$ cat src/cacheGeomPkg.sv
`default_nettype none

package cacheGeomPkg;

  // Cache shape
  localparam int NumSets       = 16;
  localparam int WordsPerBlock = 4;
  localparam int IndexBits     = 4;
  localparam int OffsetBits    = 2;

  // Address split, byte bits at the bottom
  localparam int AddrBits = 32;
  localparam int ByteBits = 2;
  localparam int TagBits  = AddrBits - IndexBits - OffsetBits - ByteBits;

  typedef logic [31:0]           word_t;
  typedef logic [3:0]            byteMask_t;
  typedef logic [TagBits-1:0]    tag_t;
  typedef logic [IndexBits-1:0]  index_t;
  typedef logic [OffsetBits-1:0] wordOff_t;

  function automatic tag_t addrTag(input logic [AddrBits-1:0] addr);
    return addr[AddrBits-1 -: TagBits];
  endfunction

  function automatic index_t addrIndex(input logic [AddrBits-1:0] addr);
    return addr[ByteBits+OffsetBits +: IndexBits];
  endfunction

  function automatic wordOff_t addrWordOff(input logic [AddrBits-1:0] addr);
    return addr[ByteBits +: OffsetBits];
  endfunction

endpackage

`default_nettype wire

$ cat src/cacheIfPkg.sv
`default_nettype none

package cacheIfPkg;

  // Memory-stage request from the CPU
  typedef struct packed {
    logic                   memRead;
    logic                   memWrite;
    logic [31:0]            addr;
    cacheGeomPkg::byteMask_t byteMask;
    cacheGeomPkg::word_t    writeData;
  } cpuReq_t;

  // One word beat on the memory bus
  typedef struct packed {
    logic                request;
    logic                write;
    logic [31:0]         addr;
    cacheGeomPkg::word_t writeData;
  } busReq_t;

  // Tag compare and victim choice for the current request
  typedef struct packed {
    logic                   hit;
    logic                   hitWay;
    logic                   victimWay;
    logic                   victimDirty;
    cacheGeomPkg::tag_t     victimTag;
    cacheGeomPkg::tag_t     tag;
    cacheGeomPkg::index_t   index;
    cacheGeomPkg::wordOff_t wordOff;
  } lookup_t;

  // Array write command from the controller
  typedef struct packed {
    logic                   fillWe;
    logic                   cpuWe;
    logic                   way;
    cacheGeomPkg::wordOff_t arrWordOff;
    logic                   tagWe;
    logic                   touch;
  } arrayCtrl_t;

  // Both ways of one set, plus its LRU bit
  typedef struct packed {
    logic [1:0]                    valid;
    logic [1:0]                    dirty;
    cacheGeomPkg::tag_t [1:0]      tag;
    logic                          lru;
  } setState_t;

endpackage

`default_nettype wire

$ cat src/dcacheLookup.sv
`timescale 1ns/1ps
`default_nettype none

module dcacheLookup (
  input  cacheIfPkg::cpuReq_t   cpuReq,
  input  cacheIfPkg::setState_t setState,
  output cacheIfPkg::lookup_t   lookup
);

  import cacheGeomPkg::*;

  tag_t       reqTag;
  logic [1:0] wayHit;
  logic       victim;

  assign reqTag = addrTag(cpuReq.addr);

  // Tag match per way, only on valid lines
  always_comb begin
    for (int w = 0; w < 2; w++) begin
      wayHit[w] = setState.valid[w] && (setState.tag[w] == reqTag);
    end
  end

  // Invalid way first, then the LRU way
  always_comb begin
    if (!setState.valid[0]) begin
      victim = 1'b0;
    end else if (!setState.valid[1]) begin
      victim = 1'b1;
    end else begin
      victim = setState.lru;
    end
  end

  always_comb begin
    lookup.hit         = |wayHit;
    lookup.hitWay      = wayHit[1];
    lookup.victimWay   = victim;
    // An invalid victim never needs a write-back
    lookup.victimDirty = setState.valid[victim] && setState.dirty[victim];
    lookup.victimTag   = setState.tag[victim];
    lookup.tag         = reqTag;
    lookup.index       = addrIndex(cpuReq.addr);
    lookup.wordOff     = addrWordOff(cpuReq.addr);
  end

endmodule

`default_nettype wire

$ cat config.mk
export PLATFORM = sky130hd
export DESIGN_NAME = dcacheLookup
export DESIGN_NICKNAME = d
export VERILOG_FILES = /design/src/cacheGeomPkg.sv /design/src/cacheIfPkg.sv /design/src/dcacheLookup.sv
export SDC_FILE = /design/constraint.sdc
export NUM_CORES = 1
export LEC_CHECK = 0
export CAP_MARGIN = 30
export CORE_AREA = 2 2 69 71
export DETAILED_ROUTE_END_ITERATION = 6
export DIE_AREA = 0 0 71 73
export DONT_BUFFER_PORTS = 1
export PLACE_DENSITY = 0.39
export SLEW_MARGIN = 20
export SYNTH_ARGS = -nofsm -noshare
export SYNTH_HDL_FRONTEND = slang
export SYNTH_SLANG_ARGS = --single-unit
$ cat constraint.sdc
create_clock -name vclk -period 1
set_input_delay 0.1 -clock vclk [all_inputs]
set_output_delay 0.1 -clock vclk [all_outputs]
set_load 0.1 [all_outputs]
## Yosys cells after proc, flatten, opt, wreduce, memory -nomap -nowiden

Cells that the tools add are included.

- Register bits after elaboration: 0
- Input bits: 123

- $lt $le $gt $ge: 1
- Eq/ne operators: 2
- Multiplexer cells: 8
- Reductions and logical operators: 4

Operators with widths:

| cell | number |
|---|---|
| $eq A24 B24 Y1 | 2 |
| $mux W24 | 2 |
| $mux W1 | 6 |
| $logic_and A1 B1 Y1 | 3 |
| $lt A1 B2 Y1 const B | 1 |
| $reduce_or A2 Y1 | 1 |

## Depth between registers and ports, before layout

- Depth after elaboration: 5
- Depth in mapped cells: 6

## Least setup slack after synthesis

No wires, ideal clock.

- Kind: input-to-output
- Start point: input port setState[41] (netlist name)
- End point: output port lookup[57] (netlist name)
- Arrival: 3.273 ns
- Slack: -2.373 ns
- Cell stages on the path: 5
- Path buffers: 0
- Path through: xor2_1 nor4_1 nand4_1 nor4_2 a41o_1

RTL lines:

| what | RTL line | RTL |
|---|---|---|
| start, declared | dcacheLookup.sv:6 | `input cacheIfPkg::setState_t setState,` |
| end, declared | dcacheLookup.sv:7 | `output cacheIfPkg::lookup_t lookup` |

==> metrics list <==
- The run finished, with violations left.
- The final reports fail on negative setup slack.
- Static timing analysis puts the maximum clock frequency at ~0.67 GHz.
- Tightest Pin Transition: roughly 260 ps
- Cell types with the largest area share after synthesis: sky130_fd_sc_hd__nand2_1 25%, sky130_fd_sc_hd__xor2_1 23%, sky130_fd_sc_hd__buf_4 21%
- Counting instances, the worst hold path has a depth of 0.
* Worst setup slack after placement: -553.5 ps
* Kind of critical path: primary input to primary output
- Net switching is about two thirds of the power.
* VDD IR-drop max: about 0.40 mV
- The slowest stage of the critical path is the sky130_fd_sc_hd__nor4_2 cell.
- Register Area: 0 µm²
* Min-Delay Endpoint: lookup[12]
- After layout, the worst setup slack is -488.8 ps.
- Via count of the first global-routing pass: approximately 1.2k
* Number of distinct library cells after synthesis: 16
* Mean instance size in the synthesized netlist: ~6.1 µm²
- After floorplanning, the core was divided into 25 placement rows.
- The internal portion of the total power is ~0.0005 W.
- Data on the critical path is required at its endpoint by 900 ps.
* Hold/Removal Path Class: primary input to primary output
* Number of antenna violations at the first check in global routing: 0
* Syn Nets: roughly 300
- Drt first pass iters: 3
- Hpwl dp: between 3000 and 4000 µm
- Sequential cells were found to cover 0% of the synthesized design area.
* # setup viols final: 7
* Layout overhead on the synthesized area: 85.34%
- Detailed Route Iter0 Violations: 6
* Startpoint kind of the worst setup timing path: primary input
* CLK BUF: 0
- Synth Instances: approximately 180
- For this block, the routed nets add up to 3891 µm of wire.
- Including well taps, the total number of placed cells is between 200 and 250.
- Combinational cells account for 100.0% of the total power.
- Fraction of final layout cells with drive strength greater than 1: a little over half
- The analysis attributes to cell leakage a power of about 0.8 nW.
* Yosys top cell area share: about a quarter
* Final hold vios: 0
* Die Span X: a little over 70 µm
- Once detail routing completed, the nets flagged for antenna violations numbered 0.
- Final cell count without fillers: 230
- During synthesis, Yosys emitted a total of 0 warnings.
- Die area: around 5200 µm²
- The design draws approximately 0.0016 W.
- In the routed design, unresolved DRC markers number 0.
* Final Core Density: between 40% and 50%
- Met2 routing resource usage after global routing: between 20% and 30%
- In the global route stage, met1 resource usage came out at around 17%.
- Die height: ~73 µm
* Max Transition Viols Final: 0
- Most common cell after layout, fill and taps aside: sky130_fd_sc_hd__nand2_8
- The analysis attributes to net switching a power of around 0.0011 W.
* Cell Pwr Density: around 790 nW/µm²
- Summed over all layers, the global routing overflow is 0.
* Type of destination of the critical path: primary output
* Biggest area consumer among synthesized cells: sky130_fd_sc_hd__nand2_1
- Sequential cells account for 0% of the total power.
- At the worst endpoint, the arrival time is ~1400 ps.
* Portion of total power attributed to the clock network: 0%
- Maximum number of pins on one net before global-route repair: 10
- between 150 and 200 I/O pins were placed.
* GRT met3 Usage: between 2 and 3%
- Overall routing resource usage: between 10% and 20%
- At the end of the flow, the number of nets in the layout was 301.
* Wire length of the first global-routing pass: between 6000 and 7000 µm
- Walking the worst path, the cells encountered are xor2_4 -> nor4_2 -> buf_4 -> nand4_1 -> nor4_4 -> a41o_4 -> buf_12.
- The smallest clock period supported by the final layout is computed as 1489 ps.
- Leaving out fill and tap cells, the most frequent cells in the layout are 30 x sky130_fd_sc_hd__nand2_8, 27 x sky130_fd_sc_hd__xor2_1, 20 x sky130_fd_sc_hd__xnor2_1.
- Layer with the highest usage after global routing: met2
- Highest net fanout along the worst path: 2
- The initial utilization of the core area, before any placement, comes to between 20% and 30%.
- For the final routed database, the setup TNS stands at -993.6 ps.
* DR vias: 1,126
- The cell area that synthesis handed to floorplanning was roughly 1100 µm².
- The congestion estimate from routability-driven global placement came to a little over 0.7.
- Total of buffers placed on input and output ports: 0
- Using the TritonRoute via totals, the vias-per-cell ratio works out to around 5.
- Max_slew headroom: 82.02%
* Number of diodes: 0
- Max-cap violation count: 0
* Share of the clock period used by the worst path: 148.9%
* Longest individual stage delay on the worst path: 270 ps
* Routed length per instance: about 17 µm
- There are 0 flip-flops and latches.
- The core region is ~4500 µm².
* Unrepaired setup endpoints after global routing: true
- The worst hold path begins at cpuReq[50].
[per-stage QoR]
step           hold slack [ps]  instance area (µm²)
6_report                 200.0                 2008
5_1_grt                  200.1                 2008
4_1_cts                  200.7                 1958
3_5_place_dp             200.7                 1655
3_3_place_gp             200.7                 1655
2_1_floorplan            411.5                 1518
[routing by layer]
layer / up-vias / part of all wire, %
met5: - / 0
met4: 0 / 0
met3: 0 / 10
met2: 79 / 56
met1: 516 / 34
li1: 531 / -
[synthesized netlist by cell type]
master and n:
sky130_fd_sc_hd__inv_2 1, sky130_fd_sc_hd__xor2_1 28, sky130_fd_sc_hd__nor4_1 6, sky130_fd_sc_hd__nand3_1 2, sky130_fd_sc_hd__nand2_1 73, sky130_fd_sc_hd__mux2i_1 1
sky130_fd_sc_hd__nor4_2 1, sky130_fd_sc_hd__clkbuf_1 4, sky130_fd_sc_hd__nor3_1 2, sky130_fd_sc_hd__xnor2_1 20, sky130_fd_sc_hd__o21ai_1 1, sky130_fd_sc_hd__buf_4 31
sky130_fd_sc_hd__inv_1 1, sky130_fd_sc_hd__a41o_1 1, sky130_fd_sc_hd__nor2_1 2, sky130_fd_sc_hd__nand4_1 5
[layout make-up]
type | count | area, µm²
fill | 473 | 2527
timing repair buffer | 32 | 402.9
multi-input combinational | 142 | 1510
tap | 54 | 67.56
inverter | 2 | 27.53
[worst max-delay path: cells and delay by family]
family / cells / cell delay [ps]
AOI/OAI and AO/OA: 1 / 150
xor gates and xnor gates: 1 / 160
buffers and inverters: 2 / 320
and+or+nand+nor: 3 / 650
[worst max path at each step]
stage | from | to | depth (start not counted)
finish | setState[45] | lookup[57] | 7
detailed placement | setState[45] | lookup[56] | 6
floorplan | setState[45] | lookup[57] | 5
global route | setState[45] | lookup[57] | 7
global placement | setState[45] | lookup[56] | 6
CTS | setState[45] | lookup[56] | 6
[power by group through the flow]
stage / Combinational [W] / Clock, W / Sequential (W)
after global placement: 0.00144 / 0 / 0
after floorplan: 0.00177 / 0 / 0
after detailed placement: 0.00145 / 0 / 0
after global routing: 0.00166 / 0 / 0
after CTS: 0.00159 / 0 / 0
final: 0.00159 / 0 / 0
[cells by family after synthesis]
group | after synthesis | share of synthesized area, %
xor gates and xnor gates | 48 | 38.80
muxes | 1 | 0.9238
buffers and inverters | 37 | 23.56
AOI/OAI and AO/OA | 2 | 1.385
and+or+nand+nor | 91 | 35.34
[repair_timing]
action / 4_1_cts / 5_1_grt
hold buffers: 0 / 0
cloned: 2 / 0
setup buffers: 1 / 2
resized for setup: 51 / 27
setup endpoints to repair: 21 / 27
pin swaps: 40 / 15
No activity file was read; power rests on OpenSTA's default activity.
