`config.mk`:
```
export PLATFORM = sky130hd
export DESIGN_NAME = dcacheController
export DESIGN_NICKNAME = d
export VERILOG_FILES = /design/src/cacheGeomPkg.sv /design/src/cacheIfPkg.sv /design/src/dcacheController.sv
export SDC_FILE = /design/constraint.sdc
export NUM_CORES = 1
export LEC_CHECK = 0
export BUFFER_PORTS_ARGS = -buffer_cell sky130_fd_sc_hd__buf_2
export CAP_MARGIN = 20
export CORE_AREA = 2 2 92 94
export DETAILED_ROUTE_END_ITERATION = 12
export DIE_AREA = 0 0 94 96
export GPL_TIMING_DRIVEN = 0
export MAX_ROUTING_LAYER = met4
export PLACE_DENSITY = 0.51
export SLEW_MARGIN = 20
export SYNTH_ARGS = -nofsm -noshare
export SYNTH_HDL_FRONTEND = slang
export SYNTH_SLANG_ARGS = --single-unit
```
`constraint.sdc`:
```
create_clock -name clk -period 4.4 [get_ports clk]
set_clock_uncertainty 0.1 [all_clocks]
set_input_delay 0.66 -clock clk [delete_from_list [all_inputs] [get_ports clk]]
set_output_delay 0.66 -clock clk [all_outputs]
set_load 0.01 [all_outputs]
```
`src/cacheGeomPkg.sv`:
```
`default_nettype none

package cacheGeomPkg;

  // Cache shape
  localparam int NumSets       = 16;
  localparam int WordsPerBlock = 4;
  localparam int IndexBits     = 4;
  localparam int OffsetBits    = 2;

  // Address split, byte bits at the bottom
  localparam int AddrBits = 32;
  localparam int ByteBits = 2;
  localparam int TagBits  = AddrBits - IndexBits - OffsetBits - ByteBits;

  typedef logic [31:0]           word_t;
  typedef logic [3:0]            byteMask_t;
  typedef logic [TagBits-1:0]    tag_t;
  typedef logic [IndexBits-1:0]  index_t;
  typedef logic [OffsetBits-1:0] wordOff_t;

  function automatic tag_t addrTag(input logic [AddrBits-1:0] addr);
    return addr[AddrBits-1 -: TagBits];
  endfunction

  function automatic index_t addrIndex(input logic [AddrBits-1:0] addr);
    return addr[ByteBits+OffsetBits +: IndexBits];
  endfunction

  function automatic wordOff_t addrWordOff(input logic [AddrBits-1:0] addr);
    return addr[ByteBits +: OffsetBits];
  endfunction

endpackage

`default_nettype wire

```
`src/cacheIfPkg.sv`:
```
`default_nettype none

package cacheIfPkg;

  // Memory-stage request from the CPU
  typedef struct packed {
    logic                   memRead;
    logic                   memWrite;
    logic [31:0]            addr;
    cacheGeomPkg::byteMask_t byteMask;
    cacheGeomPkg::word_t    writeData;
  } cpuReq_t;

  // One word beat on the memory bus
  typedef struct packed {
    logic                request;
    logic                write;
    logic [31:0]         addr;
    cacheGeomPkg::word_t writeData;
  } busReq_t;

  // Tag compare and victim choice for the current request
  typedef struct packed {
    logic                   hit;
    logic                   hitWay;
    logic                   victimWay;
    logic                   victimDirty;
    cacheGeomPkg::tag_t     victimTag;
    cacheGeomPkg::tag_t     tag;
    cacheGeomPkg::index_t   index;
    cacheGeomPkg::wordOff_t wordOff;
  } lookup_t;

  // Array write command from the controller
  typedef struct packed {
    logic                   fillWe;
    logic                   cpuWe;
    logic                   way;
    cacheGeomPkg::wordOff_t arrWordOff;
    logic                   tagWe;
    logic                   touch;
  } arrayCtrl_t;

  // Both ways of one set, plus its LRU bit
  typedef struct packed {
    logic [1:0]                    valid;
    logic [1:0]                    dirty;
    cacheGeomPkg::tag_t [1:0]      tag;
    logic                          lru;
  } setState_t;

endpackage

`default_nettype wire

```
`src/dcacheController.sv`:
```
`timescale 1ns/1ps
`default_nettype none

module dcacheController (
  input  logic                   clk,
  input  logic                   reset,
  input  cacheIfPkg::cpuReq_t    cpuReq,
  input  cacheIfPkg::lookup_t    lookup,
  input  logic                   BusReady,
  output cacheIfPkg::busReq_t    busReq,
  output cacheIfPkg::arrayCtrl_t arrayCtrl,
  output logic                   Stall,
  input  cacheGeomPkg::word_t    victimData
);

  import cacheGeomPkg::*;

  typedef enum logic [2:0] {
    Ready,
    WriteBack,
    LastWriteBack,
    MemRead,
    LastRead,
    NextReq
  } cacheState_t;

  cacheState_t state;
  cacheState_t nextState;
  wordOff_t    beatCount;
  logic        access;
  logic        miss;
  logic        lastBeat;

  assign access   = cpuReq.memRead || cpuReq.memWrite;
  assign miss     = access && !lookup.hit;
  assign lastBeat = BusReady && (beatCount == wordOff_t'(WordsPerBlock - 1));

  always_ff @(posedge clk, posedge reset) begin
    if (reset) begin
      state <= Ready;
    end else begin
      state <= nextState;
    end
  end

  always_comb begin
    nextState = state;
    case (state)
      Ready: begin
        if (miss) begin
          nextState = lookup.victimDirty ? WriteBack : MemRead;
        end
      end
      WriteBack: begin
        if (lastBeat) begin
          nextState = LastWriteBack;
        end
      end
      LastWriteBack: nextState = MemRead;
      MemRead: begin
        if (lastBeat) begin
          nextState = LastRead;
        end
      end
      LastRead: nextState = NextReq;
      // One spare cycle so the lookup sees the new tag
      NextReq: nextState = Ready;
      default: nextState = Ready;
    endcase
  end

  // Burst word counter, wraps from the last write-back beat into the fill
  always_ff @(posedge clk, posedge reset) begin
    if (reset) begin
      beatCount <= '0;
    end else if (nextState == Ready) begin
      beatCount <= '0;
    end else if (busReq.request && BusReady) begin
      beatCount <= beatCount + 1'b1;
    end
  end

  // Bus beats
  always_comb begin
    busReq.request   = (state == WriteBack) || (state == MemRead);
    busReq.write     = (state == WriteBack);
    busReq.writeData = victimData;
    if (state == WriteBack) begin
      busReq.addr = {lookup.victimTag, lookup.index, beatCount, {ByteBits{1'b0}}};
    end else begin
      busReq.addr = {lookup.tag, lookup.index, beatCount, {ByteBits{1'b0}}};
    end
  end

  // Array commands
  always_comb begin
    arrayCtrl.fillWe = (state == MemRead) && BusReady;
    arrayCtrl.tagWe  = (state == MemRead) && lastBeat;
    arrayCtrl.cpuWe  = (state == Ready) && cpuReq.memWrite && lookup.hit;
    arrayCtrl.touch  = (state == Ready) && access && lookup.hit;
    // Hit way while serving, victim way during bursts
    if (state == Ready) begin
      arrayCtrl.way        = lookup.hitWay;
      arrayCtrl.arrWordOff = lookup.wordOff;
    end else begin
      arrayCtrl.way        = lookup.victimWay;
      arrayCtrl.arrWordOff = beatCount;
    end
  end

  assign Stall = (state != Ready) || miss;

endmodule

`default_nettype wire

```
After elaboration in Yosys (flattened, before gate mapping)
Cells that the tools add are included.
Widths: inputs -> output; s select.

word-level totals
  word-level logic and storage cells = 34
  output and inout port bits = 74
  flip-flop bits (word level) = 5
  input bits = 163

operators by class
  eq/ne operators = 5
  muxes and demuxes = 9
  reductions and logical operators = 17
  add/subtract/negate cells = 1

operators with widths
  cell                 count
  $mux 32              1
  $pmux 3 s5           1
  $mux 3               4
  $logic_and 1x1->1    9
  $eq 3x2->1 const B   2
  $logic_not 3->1      2
  $mux 2               3
  $eq 3x1->1 const B   1
  $eq 3x3->1 const B   1
  $logic_or 1x1->1     3
  $reduce_bool 3->1    1
  $add 2x1->2 const B  1
  $eq 2x2->1 const B   1
  $reduce_bool 2->1    1
  $logic_not 1->1      1

Logic depth before layout (Yosys ltp)
  word-level depth = 6
  gate-level depth with buffers = 5
  mapped depth without buffers = 4

Worst setup path before layout
OpenSTA, ideal clock, no wires.

  path type = register -> output
  from = reg state[0]
  to = out busReq[54] (netlist name)
  cell stages (with the launch flop) = 6
  arrival = 1332 ps
  required time = 3640 ps
  path slack = 2308 ps
  buffers on the path = 2
  path through = dfrtp_1 > nor2b_4 > nor2b_4 > buf_6 > buf_12 > mux2_4

RTL lines
  item                    line                    source
  from (decl)             dcacheController.sv:27  cacheState_t state;
  from (signal assigned)  dcacheController.sv:40  state <= Ready;
  from (signal assigned)  dcacheController.sv:42  state <= nextState;
  to (decl)               dcacheController.sv:10  output cacheIfPkg::busReq_t busReq,

==> reports/results.ini <==
[yosys]
syn_area_mm2 = 0.00103
async_flop_share = 1.00
ys_warn_count = 0
synth-edff-count = 0
postSynthAreaPerCell_um2 = 10.2
ys_types = 26
synth.yosys.seq_area_share = 0.122
synth_seq_cells = 5
synthCells = 101
synth_flop_cell = dfrtp_1

[detailed_routing]
routedWlPerCell_um = 11.6
drc = 0
ant_nets = 0
vias = 1169
wirelength_mm = 3.95
viasPerCell = 3.43
first_iter_violations = 3
dr.pass1.iters = 4

[grt]
grt_max_degree = 11
overflow = 0
antenna_found_initial = 0
grt.total_usage = 0.0738
grt_pass1_wl_mm = 5.01
grt_pass1_vias = 1047

[sta]
worstMarginPinSlew_ps = 534
max_freq_mhz = 400
finalCritPeriodShare = 0.569
final-setup-viol-count = 0
slew_viol_final = 0
tns_ps = 0
hold_viol = 0
min_period_ps = 2500
rsz0062_at_grt = false
slew_headroom = 0.642

[finish]
final_common_cell = buf_2
fill_cells = 908
diodes = 0
final_layout_size_suffix_gt1_frac = 0.877
stdcell_area_mm2 = 0.00186
layout.nets = 401
layout_common_cells = 130 x buf_2, 38 x buf_4, 19 x mux2_4
multi_input_area_um2 = 567
area_delta_synth_final_pct = 80.8
seq_area_um2 = 125

[power]
p_total_mw = 0.825
total_leakage_power_nw = 1.10
power.density_mw_per_mm2 = 444
vdd_drop_max_mv = 0.276

[worst_setup_path]
end_kind = output pin
r2r_setup_slack_ps = 2930
crit_required_ps = 3640
crit_path_start_kind = flop
worst-path-max-fanout = 10
crit_type = flop to output pin
worstPathArrival_ps = 1740

[clock_tree]
clkLatencyLatePin_ps = 220
clock-sinks = 5
numCtsBuffers = 3
cts.repair.resized = 0
cts_setup_buffers = 0
cts_hold_buf = 0
path_clk_slew_ps = 30
cts_root_buf = clkbuf_8
clk_path_buf_depth = 2
htreeDepth = 1
cts_tree = yes

[floorplanning]
start_util = 0.128
pin_count = 237
coreArea_mm2 = 0.00805
die_area_mm2 = 0.00902
die_y_um = 96
die_w_um = 94
num_rows = 33

[status]
status = finished clean

[placement]
gp_congestion = 0.618
placed_area_mm2 = 0.00181
hpwlAfterDp_mm = 3.64
portBuffers = 130

[flow_run]
drv_cap = 0

[hold_path]
hold_class = input pin to asynchronous set/reset pin

==> routing by layer <==
metal | wire (um) | track usage | vias to the layer above
met5 | 0 | - | -
met4 | 0 | 0.00725 | 0
met3 | 554 | 0.0235 | 0
met2 | 1680 | 0.108 | 102
met1 | 1710 | 0.103 | 495
li1 | - | - | 572
==> registers in the layout, indices dropped and copies added, names as in the netlist <==
| register | flops |
|---|---|
| state | 3 |
| beatCount | 2 |
==> final timing paths <==
check / start / endpoint / cells after the start
min in group clk: beatCount[1]$_DFFE_PP0P_ / beatCount[1]$_DFFE_PP0P_ / 2
worst max-delay path: state[0]$_DFF_PP0_ / busReq[51] / 6
max in group asynchronous: reset / beatCount[0]$_DFFE_PP0P_ / 2
worst min-delay path: reset / state[2]$_DFF_PP0_ / 2
worst min register to register: beatCount[1]$_DFFE_PP0P_ / beatCount[1]$_DFFE_PP0P_ / 2
worst max register to register: state[1]$_DFF_PP0_ / state[0]$_DFF_PP0_ / 3
==> kinds of logic (layout without fill, tap and decap cells) <==
logic type,after synthesis,after routing,share of synthesized area
AOI/OAI and AO/OA,6,6,0.0426
xor gates and xnor gates,1,1,0.00852
adders and majority gates,1,1,0.0122
buffers and inverters,42,176,0.331
DFF,5,5,0.122
muxes,28,28,0.375
other,1,2,0.00365
and+or+nand+nor,17,17,0.106
==> synth_stat cells, types with 2 or more instances <==
cell type	number	area [um2]
dfrtp_1	5	125
buf_4	38	285
mux2_2	8	90.1
buf_12	2	40.0
nor2b_4	2	27.5
and3_1	2	12.5
nand2_1	2	7.51
nor2_1	6	22.5
mux2_4	19	285
==> through the flow <==
step | hold WS, ps | setup slack, ps | utilization | cells
after detailed placement | 463 | 2110 | 0.225 | 337
after global placement | 463 | 2120 | 0.225 | 337
after CTS | 230 | 1870 | 0.231 | 341
after global routing | 255 | 1790 | 0.231 | 341
after floorplan | 339 | 2310 | - | 102
final | 226 | 1900 | 0.231 | 341
==> worst max-delay path: stages (launching register included) <==
cell and delay, ps:
dfrtp_1 440, nor2b_4 190, nor2b_4 140, buf_6 150
buf_12 150, mux2_4 300, buf_2 150
==> final cells by class <==
type	count	share of cell area
inverter	1	0.00202
clock buffer	4	0.0242
buffer	41	0.181
timing repair buffer	130	0.350
multi-input combinational	55	0.305
sequential	5	0.0673
tap	105	0.0707
==> power breakdown <==
group / internal (mW) / switching (mW)
clock: 0.0622 / 0.0226
combinational: 0.374 / 0.271
sequential: 0.0655 / 0.0297
No activity file was read; power rests on OpenSTA's default activity.
